==> src/logic/core_types_pkg.sv <==
// Core-wide types sized for a four-thread core; thread_idx_t width follows THREADS_PER_CORE
package core_types_pkg;

	// Number of hardware threads in one core
	localparam int THREADS_PER_CORE = 4;

	// Width of a data word on the register path
	localparam int SCALAR_WIDTH = 32;

	// Width of the core number field
	localparam int CORE_ID_WIDTH = 4;

	// Bits needed to name one thread
	localparam int THREAD_IDX_WIDTH = $clog2(THREADS_PER_CORE);

	// A thread number, 0 up to THREADS_PER_CORE - 1
	typedef logic [THREAD_IDX_WIDTH - 1:0] thread_idx_t;

	// One bit per thread, bit n belongs to thread n
	typedef logic [THREADS_PER_CORE - 1:0] thread_mask_t;

	// A data word as read from or written to a control register
	typedef logic [SCALAR_WIDTH - 1:0] scalar_t;

	// The number of this core within a larger system
	typedef logic [CORE_ID_WIDTH - 1:0] core_id_t;

endpackage

==> src/logic/creg_defs_pkg.sv <==
// Control register map and fault encodings; indices beyond CR_INTERRUPT_ENABLE are unused
package creg_defs_pkg;

	import core_types_pkg::*;

	// Register index as it arrives from the data stage
	typedef enum logic [4:0]
	{
		CR_THREAD_ENABLE = 5'd0,
		CR_THREAD_ID = 5'd1,
		CR_HALT_THREAD = 5'd2,
		CR_HALT = 5'd3,
		CR_FAULT_PC = 5'd4,
		CR_FAULT_REASON = 5'd5,
		CR_INTERRUPT_ENABLE = 5'd6
	} control_register_t;

	// Cause stored with a fault, FR_NONE means no fault seen yet
	typedef enum logic [2:0]
	{
		FR_NONE = 3'd0,
		FR_ILLEGAL_INSTR = 3'd1,
		FR_ACCESS_VIOLATION = 3'd2,
		FR_UNALIGNED = 3'd3
	} fault_reason_t;

	// Raw flags from writeback, more than one may be set at once
	typedef struct packed
	{
		logic illegal_instr;
		logic access_violation;
		logic unaligned;
		scalar_t pc;
		thread_idx_t thread;
		// Kept at zero by the producer
		logic [2:0] spare;
	} fault_flags_t;

	// One fault after prioritization
	typedef struct packed
	{
		logic valid;
		fault_reason_t reason;
		scalar_t pc;
		thread_idx_t thread;
	} fault_report_t;

	// A single control register access, strobes are active high
	typedef struct packed
	{
		logic write_en;
		logic read_en;
		control_register_t index;
		scalar_t write_val;
	} creg_access_t;

	// Payload of the request stage, the access with its issuing thread
	typedef struct packed
	{
		creg_access_t access;
		thread_idx_t thread;
	} creg_req_stage_t;

	// Travels beside the read value so a response knows its thread
	typedef struct packed
	{
		logic read;
		thread_idx_t thread;
	} creg_resp_tag_t;

endpackage

==> src/logic/pipe_stage.sv <==
// One-cycle register stage; only the valid bit is reset, the payload is undefined until first load
`timescale 1ns/10ps

module pipe_stage
	#(parameter type payload_t = logic)
	(
	input clk,
	input reset,
	input logic in_valid,
	input payload_t in_data,
	output logic out_valid,
	output payload_t out_data
	);

	// Valid is control state and must come out of reset low
	always_ff @(posedge clk, posedge reset)
	begin
		if (reset)
			out_valid <= 1'b0;
		else
			out_valid <= in_valid;
	end

	// Payload follows the input on every edge
	// Consumers look at it only while out_valid is high
	always_ff @(posedge clk)
	begin
		out_data <= in_data;
	end

endmodule

==> src/logic/thread_select.sv <==
// Round-robin thread picker; the selection moves one thread per unstalled edge, never two
`timescale 1ns/10ps

module thread_select
	import core_types_pkg::*;
	(
	input clk,
	input reset,
	input thread_mask_t thread_enable,
	input logic stall,
	output thread_idx_t issue_thread,
	output logic issue_valid
	);

	thread_idx_t next_thread;
	thread_idx_t candidate;
	logic found;

	// Anything enabled means there is a thread to issue
	assign issue_valid = |thread_enable;

	// Look forward from the current thread for the next enabled one
	// The offset runs up to the full thread count so the current thread is
	// checked last, which lets a single enabled thread keep issuing
	always_comb
	begin
		next_thread = issue_thread;
		candidate = issue_thread;
		found = 1'b0;
		for (int i = 1; i <= THREADS_PER_CORE; i++)
		begin
			candidate = issue_thread + thread_idx_t'(i);
			if (!found && thread_enable[candidate])
			begin
				next_thread = candidate;
				found = 1'b1;
			end
		end
	end

	// Hold on stall, and also hold when nothing is enabled
	always_ff @(posedge clk, posedge reset)
	begin
		if (reset)
			issue_thread <= '0;
		else if (!stall && found)
			issue_thread <= next_thread;
	end

endmodule

==> src/logic/fault_encoder.sv <==
// Fault prioritizer with one cycle of latency; a second fault in the next cycle overwrites the first
`timescale 1ns/10ps

module fault_encoder
	import core_types_pkg::*;
	import creg_defs_pkg::*;
	(
	input clk,
	input reset,
	input fault_flags_t fault_flags,
	output fault_report_t fault_report
	);

	logic any_fault;
	fault_reason_t reason;
	logic report_valid;
	fault_reason_t report_reason;
	scalar_t report_pc;
	thread_idx_t report_thread;

	assign any_fault = fault_flags.illegal_instr || fault_flags.access_violation
		|| fault_flags.unaligned;

	// Illegal instruction beats access violation, which beats unaligned
	always_comb
	begin
		if (fault_flags.illegal_instr)
			reason = FR_ILLEGAL_INSTR;
		else if (fault_flags.access_violation)
			reason = FR_ACCESS_VIOLATION;
		else if (fault_flags.unaligned)
			reason = FR_UNALIGNED;
		else
			reason = FR_NONE;
	end

	// The report is valid for exactly the cycle after a flagged one
	always_ff @(posedge clk, posedge reset)
	begin
		if (reset)
			report_valid <= 1'b0;
		else
			report_valid <= any_fault;
	end

	// Details are captured only when something was flagged
	always_ff @(posedge clk)
	begin
		if (any_fault)
		begin
			report_reason <= reason;
			report_pc <= fault_flags.pc;
			report_thread <= fault_flags.thread;
		end
	end

	assign fault_report = '{valid: report_valid, reason: report_reason, pc: report_pc,
		thread: report_thread};

endmodule

==> src/logic/control_registers.sv <==
// Control registers fed from the data stage; write beats read, unknown indices read as 0
`timescale 1ns/10ps

module control_registers
	import core_types_pkg::*;
	import creg_defs_pkg::*;
	#(parameter core_id_t CORE_ID = '0)
	(
	input clk,
	input reset,

	// Prioritized fault from the encoder
	input fault_report_t fault_report,

	// Data stage access, unregistered strobes with the thread in that stage
	input creg_access_t access,
	input logic access_valid,
	input thread_idx_t access_thread,

	// Register contents that steer the rest of the core
	output thread_mask_t thread_enable,
	output thread_mask_t interrupt_en,

	// Registered result of the last read
	output scalar_t read_value
	);

	scalar_t fault_pc[THREADS_PER_CORE];
	fault_reason_t fault_reason[THREADS_PER_CORE];
	logic do_write;
	logic do_read;

	// A write in the same access suppresses the read
	assign do_write = access_valid && access.write_en;
	assign do_read = access_valid && access.read_en && !access.write_en;

	always_ff @(posedge clk, posedge reset)
	begin
		if (reset)
		begin
			// Only thread 0 runs out of reset
			thread_enable <= thread_mask_t'(1);
			interrupt_en <= '0;
			for (int i = 0; i < THREADS_PER_CORE; i++)
			begin
				fault_reason[i] <= FR_NONE;
				fault_pc[i] <= '0;
			end
		end
		else
		begin
			// Record the fault and mask interrupts for the faulting thread
			if (fault_report.valid)
			begin
				fault_reason[fault_report.thread] <= fault_report.reason;
				fault_pc[fault_report.thread] <= fault_report.pc;
				interrupt_en[fault_report.thread] <= 1'b0;
			end

			// Comes after the fault update so an interrupt enable write to the
			// same thread in the same cycle takes effect
			if (do_write)
			begin
				case (access.index)
					CR_THREAD_ENABLE:
						thread_enable <= access.write_val[THREADS_PER_CORE - 1:0];
					CR_HALT_THREAD:
						thread_enable[access_thread] <= 1'b0;
					CR_INTERRUPT_ENABLE:
						interrupt_en[access_thread] <= 1'b1;
					CR_HALT:
						thread_enable <= '0;
					default:
						;
				endcase
			end
		end
	end

	// Read data lands on the same edge as the response tag
	always_ff @(posedge clk)
	begin
		if (do_read)
		begin
			case (access.index)
				// Core number above the thread number, so core * threads + thread
				CR_THREAD_ID:
					read_value <= scalar_t'({CORE_ID, access_thread});
				CR_FAULT_PC:
					read_value <= fault_pc[access_thread];
				CR_FAULT_REASON:
					read_value <= scalar_t'(fault_reason[access_thread]);
				default:
					read_value <= '0;
			endcase
		end
	end

endmodule

==> src/logic/creg_subsystem.sv <==
// Subsystem top; an access takes issue_thread and is dropped while issue_valid is low
`timescale 1ns/10ps

module creg_subsystem
	import core_types_pkg::*;
	import creg_defs_pkg::*;
	#(parameter core_id_t CORE_ID = '0)
	(
	input clk,
	input reset,
	input creg_access_t creg_access,
	input logic stall,
	input fault_flags_t fault_flags,
	output thread_idx_t issue_thread,
	output logic issue_valid,
	output thread_mask_t thread_enable,
	output thread_mask_t interrupt_en,
	output logic resp_valid,
	output thread_idx_t resp_thread,
	output scalar_t resp_value
	);

	logic req_in_valid;
	creg_req_stage_t req_in;
	logic req_valid;
	creg_req_stage_t req_stage;
	creg_resp_tag_t resp_tag_in;
	logic resp_stage_valid;
	creg_resp_tag_t resp_tag;
	fault_report_t fault_report;
	scalar_t read_value;

	thread_select i_thread_select(
		.clk(clk),
		.reset(reset),
		.thread_enable(thread_enable),
		.stall(stall),
		.issue_thread(issue_thread),
		.issue_valid(issue_valid));

	// An access enters the request stage only with a live thread and a strobe
	assign req_in_valid = issue_valid && (creg_access.write_en || creg_access.read_en);
	assign req_in = '{access: creg_access, thread: issue_thread};

	pipe_stage #(.payload_t(creg_req_stage_t)) i_req_stage(
		.clk(clk),
		.reset(reset),
		.in_valid(req_in_valid),
		.in_data(req_in),
		.out_valid(req_valid),
		.out_data(req_stage));

	fault_encoder i_fault_encoder(
		.clk(clk),
		.reset(reset),
		.fault_flags(fault_flags),
		.fault_report(fault_report));

	control_registers #(.CORE_ID(CORE_ID)) i_control_registers(
		.clk(clk),
		.reset(reset),
		.fault_report(fault_report),
		.access(req_stage.access),
		.access_valid(req_valid),
		.access_thread(req_stage.thread),
		.thread_enable(thread_enable),
		.interrupt_en(interrupt_en),
		.read_value(read_value));

	// Mirrors the read decision in control_registers, a write masks the read
	assign resp_tag_in = '{read: req_stage.access.read_en && !req_stage.access.write_en,
		thread: req_stage.thread};

	pipe_stage #(.payload_t(creg_resp_tag_t)) i_resp_stage(
		.clk(clk),
		.reset(reset),
		.in_valid(req_valid),
		.in_data(resp_tag_in),
		.out_valid(resp_stage_valid),
		.out_data(resp_tag));

	// Tag and value were registered on the same edge and line up here
	assign resp_valid = resp_stage_valid && resp_tag.read;
	assign resp_thread = resp_tag.thread;
	assign resp_value = read_value;

endmodule

==> config.mk <==
export PLATFORM = sky130hd
export DESIGN_NAME = creg_subsystem
export DESIGN_NICKNAME = d
export VERILOG_FILES = /design/src/logic/core_types_pkg.sv /design/src/logic/creg_defs_pkg.sv /design/src/logic/pipe_stage.sv /design/src/logic/thread_select.sv /design/src/logic/fault_encoder.sv /design/src/logic/control_registers.sv /design/src/logic/creg_subsystem.sv
export SDC_FILE = /design/constraint.sdc
export NUM_CORES = 1
export LEC_CHECK = 0
export ABC_CLOCK_PERIOD_IN_PS = 6100
export BUFFER_PORTS_ARGS = -buffer_cell sky130_fd_sc_hd__buf_2
export CAP_MARGIN = 10
export CORE_ASPECT_RATIO = 0.5
export CORE_UTILIZATION = 53
export CTS_CLUSTER_SIZE = 24
export DETAILED_ROUTE_END_ITERATION = 6
export PLACE_DENSITY = 0.81
export REMOVE_ABC_BUFFERS = 1
export SLEW_MARGIN = 20
export SYNTH_ARGS = -nofsm -noshare
export SYNTH_HDL_FRONTEND = slang
export SYNTH_SLANG_ARGS = --single-unit
==> constraint.sdc <==
create_clock -name clk -period 6.1 [get_ports clk]
set_input_delay 0.305 -clock clk [delete_from_list [all_inputs] [get_ports clk]]
set_output_delay 0.305 -clock clk [all_outputs]
set_load 0.005 [all_outputs]
==> impl_metrics.json, run 1 <==
{
  "fin_cells": 916,
  "grt_max_degree": 78,
  "antenna_found_initial": 0,
  "worst_pin_slew_ps": 971.7,
  "dp_hpwl_mm": 9.672,
  "post_cts_buffers": 0,
  "cp_max_fo": 33,
  "cts_max_level": 1,
  "synth_warnings": 0,
  "multi_input_area_sq_mm": 0.002955,
  "dpl-instance-area_sq_mm": 0.009902,
  "clk_pin_slew_worst_paths_ps": 60,
  "switching_share": 0.2207,
  "fill_cells": 1168,
  "dieArea_sq_mm": 0.01799,
  "irDropWorstVdd_uv": 157.1,
  "cp-start-kind": "flip-flop",
  "fmax_mhz": 458.6,
  "place_inst": 834,
  "required_ps": 6330,
  "ioPinCount": 128,
  "post_synth_num_cell_types": 44,
  "fin_crit_ps": 2181,
  "p_clk_frac": 0.339,
  "dp_worst_setup_slack_ps": 3893,
  "diodes": 0,
  "grt_overflow": 0,
  "p_seq_frac": 0.541,
  "critical_path_buf_inv_count": 1,
  "gp_congestion": 0.8126,
  "clock_skew_ps": 7.729,
  "via_per_inst": 5.465,
  "grt_pass1_vias": 5172,
  "initial_utilization": 0.5523,
  "cap_violations": 0,
  "rsz0062_at_grt": "no",
  "worstSetupEndpointType": "flip-flop",
  "clk_latency_ps": 490,
  "slowest_delay_ps": 570,
  "regArea_sq_mm": 0.006095,
  "layout-drive-gt1-share": 0.4615,
  "hold_viol": 0,
  "die_x_um": 188.7,
  "whs_ps": 15.02,
  "p_sw_uw": 817.8,
  "grt_pass1_wl_mm": 28.01,
  "ant_nets": 0,
  "p_leak_nw": 4.622,
  "clockBufferDepth": 3,
  "synth-seq-cells": 233,
  "setup_viol_count_final": 0,
  "clock-sinks": 233,
  "critPathTopFamily": "multiplexers",
  "std_cell_rows": 33,
  "cts_made_buffers": 21,
  "finalCoreUtilization": 0.6586,
  "drtPass1Iterations": 4,
  "arrival_ps": 2410,
  "p_total_mw": 3.706,
  "vias": 5006,
  "synth.avg_cell_area_sq_um": 17.43,
  "area_growth_pct": 19.24,
  "ys.flop_type": "dfrtp_1",
  "fin_nets": 757,
  "synth_edf_count": 68,
  "outcome": "finished clean",
  "cp_slowest_cell": "mux4_2",
  "final_cell_area_sq_mm": 0.01101,
  "drc": 0,
  "cts_tree": "done",
  "mostFrequentLayoutCells": "dfrtp_1, mux2_2, buf_2",
  "slew_headroom": 0.3522,
  "power_density_mw_per_mm2": 336.5,
  "period_share": 0.3575,
  "async_flop_share": 0.6395,
  "setup_slack_ps": 3919,
  "routed_wl_mm": 17.30,
  "grtUsageTotal": 0.2039,
  "hp-class": "input port to flip-flop",
  "syn_area_sq_mm": 0.009236,
  "io_buffers": 96,
  "crit_path_cell_trace": "buf_4, mux4_2, a22oi_1, nand2_1",
  "cts_root_buf": "clkbuf_16",
  "wire_per_inst_um": 18.89,
  "ys_seq_area_frac": 0.6596,
  "path_class": "flip-flop to flip-flop",
  "die_y_um": 95.35,
  "core_sq_mm": 0.01672,
  "fin_tns_setup_ps": 0,
  "comb_power_share": 0.120,
  "final_common_cell": "dfrtp_1",
  "drv_slew": 0,
  "intPower_mw": 2.888,
  "syn_inst": 530,
  "drtIter0Drc": 224
}
==> metal layers <==
layer / vias up / wire [um] / global-route usage
li1: 2260 / - / -
met1: 2617 / 7946 / 0.2854
met2: 117 / 8484 / 0.3474
met3: 12 / 750 / 0.03386
met4: 0 / 122 / 0.03226
met5: - / 0 / 0
==> sequential cells by signal, summed over array words and instances (netlist names), 2 cells and up <==
signal                             flops
i_control_registers.fault_reason       8
i_fault_encoder.report_pc             32
i_control_registers.interrupt_en       4
i_control_registers.fault_pc         128
i_resp_stage.out_data                  3
i_fault_encoder.report_thread          2
i_control_registers.thread_enable      4
i_control_registers.read_value        32
i_thread_select.issue_thread           2
i_fault_encoder.report_reason          2
i_req_stage.out_data                  13
==> worst paths after layout <==
| kind | start | end | slack [ps] | cells after the start |
|---|---|---|---|---|
| max | i_req_stage.out_data[0]$_DFF_P_ | i_control_registers.read_value[1]$_SDFFCE_PN0P_ | 3920 | 4 |
| min | fault_flags[5] | i_fault_encoder.report_pc[0]$_DFFE_PP_ | 20 | 1 |
| max reg2reg | i_req_stage.out_data[0]$_DFF_P_ | i_control_registers.read_value[1]$_SDFFCE_PN0P_ | 3920 | 4 |
| min reg2reg | i_req_stage.out_valid$_DFF_PP0_ | i_resp_stage.out_valid$_DFF_PP0_ | 410 | 0 |
| max in group asynchronous | reset | i_resp_stage.out_valid$_DFF_PP0_ | 4170 | 4 |
| min in group asynchronous | reset | i_control_registers.fault_pc[51]$_DFFE_PP0P_ | 490 | 3 |
==> final cells by class <==
class,count,share of cell area
clock inverters,4,0.001818
inverters,6,0.002499
clock buffers,33,0.05817
flip-flops and latches,233,0.5534
multi-input cells,264,0.2683
repair buffers,149,0.08998
well taps,227,0.02579
==> synth_stat cells, types with 3 or more instances <==
master | n | area, sq um
nor2_1 | 4 | 15.01
buf_2 | 18 | 90.09
nand2_1 | 6 | 22.52
buf_6 | 3 | 33.78
nor2b_1 | 4 | 25.02
o21ai_0 | 5 | 25.02
dfrtp_1 | 148 | 3704
and2_1 | 33 | 206.5
edfxtp_1 | 68 | 2042
mux4_2 | 34 | 765.7
inv_1 | 6 | 22.52
dfxtp_1 | 16 | 320.3
a22o_1 | 7 | 61.31
mux2_2 | 135 | 1520
buf_4 | 6 | 45.04
==> what timing repair did <==
action / CTS / global route
hold endpoints to repair: 115 / 1
hold buffers: 44 / 1
resized for setup: 0 / 0
==> power by group through the flow <==
stage	logic [mW]	clock network, mW	registers, mW
after floorplan	0.352	0	1.98
after global placement	0.408	0	2.01
after detailed placement	0.428	0	2.03
after CTS	0.452	1.29	2.00
after global routing	0.485	1.35	2.04
final	0.446	1.26	2.01
==> cell families after synthesis <==
logic type / Yosys count / synth area share
compound gates: 24 / 0.01951
xor+xnor: 2 / 0.001897
mux: 171 / 0.2498
flops: 233 / 0.6596
simple gates: 67 / 0.04850
buf+inv: 33 / 0.02073
Note: power is estimated with default switching activity, not from simulation.
==> run 2: changes to the inputs <==
- ABC_CLOCK_PERIOD_IN_PS: 6100 -> 1800
- CORE_UTILIZATION: 53 -> 51
- PLACE_DENSITY: 0.81 -> 0.82
- clock period: 6.1 -> 1.8 ns (I/O delays scaled with it)
==> run 2 against run 1 <==
  * Hold slack better by 180 ps
  * Clock-buffer cell count down 5
  * Clock power rose to 3.4 times the previous value
  * Global-route usage up 0.62 points
  * Power rose to 3.4 times the previous value
  * Wire length up 9.0%
  * Final cell count up 3.3%
  * First-iteration DRC count up 48%
  * Worst setup slack worse by 3900 ps
  * Sequential power rose to 3.4 times the previous value
  * Die area up 3.9%
  * Critical path type is now flip-flop to output pin
  * Critical endpoint is now issue_valid
  * Largest cell class unchanged
==> impl_metrics.json, run 2 (synthesized netlist as in run 1, its figures left out) <==
{
  "clockBufferDepth": 3,
  "finalCoreUtilization": 0.6446,
  "grtUsageTotal": 0.2102,
  "die_x_um": 192.3,
  "crit_path_cell_trace": "or4_1, buf_2",
  "rsz0062_at_grt": "no",
  "setup_viol_count_final": 0,
  "dieArea_sq_mm": 0.01869,
  "grt_pass1_wl_mm": 30.00,
  "outcome": "finished clean",
  "final_cell_area_sq_mm": 0.01130,
  "top_register": "i_control_registers.fault_pc",
  "p_total_mw": 12.68,
  "worstSetupEndpointType": "output pin",
  "largest_reg_flops": 128,
  "slew_headroom": 0.6294,
  "power_density_mw_per_mm2": 1122,
  "hold_viol": 0,
  "dpl-instance-area_sq_mm": 0.01012,
  "fmax_mhz": 576.0,
  "clk_latency_ps": 500,
  "cap_violations": 0,
  "dp_hpwl_mm": 11.26,
  "grt_overflow": 0,
  "antenna_found_initial": 0,
  "arrival_ps": 1650,
  "hp-class": "input port to async pin",
  "grt_pass1_vias": 5638,
  "drc": 0,
  "critical_path_buf_inv_count": 1,
  "die_y_um": 97.16,
  "via_per_inst": 5.476,
  "fill_cells": 1203,
  "required_ps": 1710,
  "place_inst": 854,
  "reg_top3": "i_control_registers.fault_pc (128), i_control_registers.read_value (32), i_fault_encoder.report_pc (32)",
  "cts_tree": "done",
  "mostFrequentLayoutCells": "dfrtp_1, mux2_2, buf_2",
  "drtIter0Drc": 332,
  "vias": 5180,
  "cp_slowest_cell": "or4_1",
  "p_leak_nw": 4.738,
  "grt_max_degree": 48,
  "ant_nets": 0,
  "slowest_delay_ps": 550,
  "std_cell_rows": 34,
  "initial_utilization": 0.5270,
  "clk_pin_slew_worst_paths_ps": 70,
  "period_share": 0.9645,
  "io_buffers": 96,
  "diodes": 0,
  "ioPinCount": 128,
  "worst_pin_slew_ps": 555.9,
  "path_class": "flip-flop to output pin",
  "routed_wl_mm": 18.86,
  "drtPass1Iterations": 4,
  "area_growth_pct": 22.32,
  "clock-sinks": 233,
  "fin_cells": 946,
  "wire_per_inst_um": 19.94,
  "cp-start-kind": "flip-flop",
  "fin_nets": 779,
  "fin_crit_ps": 1736,
  "core_sq_mm": 0.01753,
  "cts_root_buf": "clkbuf_16",
  "gp_congestion": 0.7621,
  "cts_max_level": 1,
  "cts_made_buffers": 21,
  "layout-drive-gt1-share": 0.4677,
  "critPathTopFamily": "simple AND/OR/NAND/NOR gates",
  "cp_max_fo": 7,
  "irDropWorstVdd_uv": 681.7,
  "clock_skew_ps": 19.32,
  "drv_slew": 0,
  "final_common_cell": "dfrtp_1"
}
run 2: changes by cell type in the layout (fill, tap and decap cells not counted), sizes merged:
| cell | delta |
|---|---|
| clkbuf | -5 |
| inv | +1 |
| dlygate4sd3 | +6 |
| clkinv | +2 |
| clkinvlp | +2 |
| buf | +16 |
| bufinv | +1 |
run 2: worst paths after layout:
| kind | cells after the start | slack, ps | startpoint | to |
|---|---|---|---|---|
| max | 2 | 60 | i_control_registers.thread_enable[3]$_DFFE_PP0P_ | issue_valid |
| min reg2reg | 0 | 400 | i_req_stage.out_valid$_DFF_PP0_ | i_resp_stage.out_valid$_DFF_PP0_ |
| max reg2reg | 4 | 150 | i_req_stage.out_data[1]$_DFF_P_ | i_control_registers.read_value[1]$_SDFFCE_PN0P_ |
| min | 3 | 190 | reset | i_control_registers.fault_pc[10]$_DFFE_PP0P_ |
| min in group clk | 2 | 230 | creg_access[1] | i_req_stage.out_data[3]$_DFF_P_ |
| max in group asynchronous | 4 | 990 | reset | i_control_registers.fault_pc[109]$_DFFE_PP0P_ |
run 2: tightest hold or removal path, delay by kind of cell:
kind | cells | cell delay [ps]
buf+inv | 3 | 1030
run 2: what timing repair did:
action                                  CTS  global route
hold buffers                             51             0
resized for setup                         0             2
hold endpoints to repair                 94             0
buffers inserted                          0             3
endpoints found under the setup margin    0             1
run 2: where the power goes:
group | total (mW) | switching [mW] | internal, mW
clock | 4.25 | 1.90 | 2.35
combinational | 1.60 | 0.533 | 1.07
sequential | 6.82 | 0.495 | 6.33
run 2: layout make-up:
type | count | area, sq um | area share
clock buffers | 28 | 561.8 | 0.04972
clock inverters | 10 | 80.08 | 0.007088
inverters | 6 | 27.53 | 0.002436
multi-input cells | 264 | 2955 | 0.2616
flip-flops and latches | 233 | 6097 | 0.5396
well taps | 234 | 292.8 | 0.02591
repair buffers | 171 | 1284 | 0.1136
run 2: stage by stage:
step / TNS [ps] / hold slack [ps] / setup WS [ps]
after floorplan: -366040 / 117.7 / -2296
after global placement: 0 / 148.9 / 191.3
after detailed placement: 0 / 152.5 / 191.6
after global routing: 0 / 229.2 / 13.92
after CTS: 0 / 186.4 / 4.222
final: 0 / 193.8 / 63.95
run 2: layer usage:
layer  up-vias  wire [um]  global-route usage
li1       2322          -                   -
met1      2712       8355              0.2851
met2       114       9434              0.3525
met3        32        609             0.03070
met4         0        459             0.06541
met5         -          0                   0
==> run 3: changes to the inputs <==
- CELL_PAD_IN_SITES_DETAIL_PLACEMENT: unset -> 0
- CELL_PAD_IN_SITES_GLOBAL_PLACEMENT: unset -> 2
- CORE_UTILIZATION: 51 -> 38
- PLACE_DENSITY: 0.82 -> 0.83
- SETUP_SLACK_MARGIN: unset -> 0.1
==> run 3 against run 2 <==
  * Utilization decreased by 15 points
  * Largest power group unchanged
  * Fmax increased by 4.4%
  * Power increased by 0.94%
  * Clock-buffer cell count increased by 10
  * Clock power increased by 5.2%
  * Combinational power decreased by 3%
  * Highest routed layer unchanged
==> impl_metrics.json, run 3 (synthesized netlist as in run 1, its figures left out) <==
{
  "drv_slew": 0,
  "period_share": 0.9238,
  "drtPass1Iterations": 4,
  "mostFrequentLayoutCells": "dfrtp_1, mux2_2, buf_2",
  "wire_per_inst_um": 17.87,
  "std_cell_rows": 39,
  "grt_overflow": 0,
  "p_total_mw": 12.80,
  "clock-sinks": 233,
  "fin_crit_ps": 1663,
  "cts_made_buffers": 22,
  "fin_nets": 778,
  "die_x_um": 222.5,
  "setup_slack_ps": 137.1,
  "clk_pin_slew_worst_paths_ps": 60,
  "worst_pin_slew_ps": 588.3,
  "grtUsageTotal": 0.1515,
  "grt_max_degree": 44,
  "ioPinCount": 128,
  "required_ps": 1710,
  "layout-drive-gt1-share": 0.4705,
  "p_leak_nw": 4.772,
  "diodes": 0,
  "clockBufferDepth": 3,
  "grt_pass1_wl_mm": 29.74,
  "io_buffers": 96,
  "clock_skew_ps": 14.17,
  "cts_tree": "done",
  "initial_utilization": 0.3960,
  "final_common_cell": "dfrtp_1",
  "fmax_mhz": 601.4,
  "drtIter0Drc": 214,
  "ant_nets": 0,
  "top_layer": "met4",
  "largest_reg_flops": 128,
  "wl_met2_mm": 8.962,
  "wl_met1_mm": 8.384,
  "rsz0062_at_grt": "no",
  "dieArea_sq_mm": 0.02497,
  "slew_headroom": 0.6078,
  "cap_violations": 0,
  "cp_max_fo": 2,
  "outcome": "finished clean",
  "clk_latency_ps": 500,
  "antenna_found_initial": 0,
  "setup_viol_count_final": 0,
  "wl_met3_um": 573,
  "via_per_inst": 4.931,
  "irDropWorstVdd_uv": 572.1,
  "cts_max_level": 1,
  "area_growth_pct": 24.19,
  "grt_pass1_vias": 5515,
  "routed_wl_mm": 18.21,
  "finalCoreUtilization": 0.4918,
  "hp-class": "input port to async pin",
  "vias": 5025,
  "dp_hpwl_mm": 10.74,
  "reg_top3": "i_control_registers.fault_pc (128), i_control_registers.read_value (32), i_fault_encoder.report_pc (32)",
  "top_register": "i_control_registers.fault_pc",
  "arrival_ps": 1570,
  "cp-start-kind": "flip-flop",
  "whs_ps": 91.84,
  "worstSetupEndpointType": "output pin",
  "dp_worst_setup_slack_ps": 195.7,
  "path_class": "flip-flop to output pin",
  "die_y_um": 112.2,
  "hold_viol": 0,
  "core_sq_mm": 0.02332,
  "power_density_mw_per_mm2": 1115,
  "gp_congestion": 0.7325,
  "cts_root_buf": "clkbuf_16",
  "drc": 0
}
## run 3: worst paths after layout
path                                                                   from                                               to  slack (ps)  cells past startpoint
max in group asynchronous                                             reset     i_control_registers.fault_pc[99]$_DFFE_PP0P_        1100                      4
min in group clk                                             creg_access[3]                  i_req_stage.out_data[5]$_DFF_P_         240                      2
max reg2reg                                 i_req_stage.out_data[1]$_DFF_P_  i_control_registers.read_value[4]$_SDFFCE_PN0P_         200                      3
min                                                                   reset    i_control_registers.fault_pc[124]$_DFFE_PP0P_          90                      3
min reg2reg                                 i_req_stage.out_valid$_DFF_PP0_                 i_resp_stage.out_valid$_DFF_PP0_         390                      0
max                        i_control_registers.thread_enable[3]$_DFFE_PP0P_                                      issue_valid         140                      2
## run 3: worst max-delay path, cell delays in order (launching register included)
cell and delay [ps]:
dfrtp_2 400, or4_4 550, buf_6 130
## run 3: power breakdown
group          internal, mW  switching (mW)  leakage [nW]
Sequential             6.33           0.443          2.63
Combinational          1.06           0.492          1.80
Clock                  2.60            1.87         0.345
Total                  9.99            2.80          4.77
## run 3: what timing repair did
item | 4_1_cts | 5_1_grt
pin swaps | 0 | 1
gates cloned | 0 | 0
gates resized for setup | 4 | 1
hold endpoints to repair | 198 | 0
endpoints found under the setup margin | 1 | 1
setup buffers | 3 | 0
hold buffers | 51 | 0
## run 3: layout make-up
class | count | area [sq um]
inverters | 6 | 27.53
flip-flops and latches | 233 | 6098
repair buffers | 169 | 1300
clock buffers | 38 | 691.9
fillers | 1939 | 11850
well taps | 307 | 384.1
clock inverters | 2 | 10.01
multi-input cells | 264 | 2959
## run 3: layer usage
layer / up-vias / GRT usage
li1: 2309 / -
met5: - / 0
met2: 62 / 0.2623
met3: 23 / 0.02827
met1: 2631 / 0.1989
met4: 0 / 0.03448
## run 3: metrics by stage
step / TNS (ps) / std cells / cell area [sq um]
after floorplan: -366040 / 503 / 9067
after global placement: 0 / 925 / 10220
after detailed placement: 0 / 925 / 10220
after CTS: 0 / 1019 / 11460
after global routing: 0 / 1019 / 11470
final: 0 / 1019 / 11470
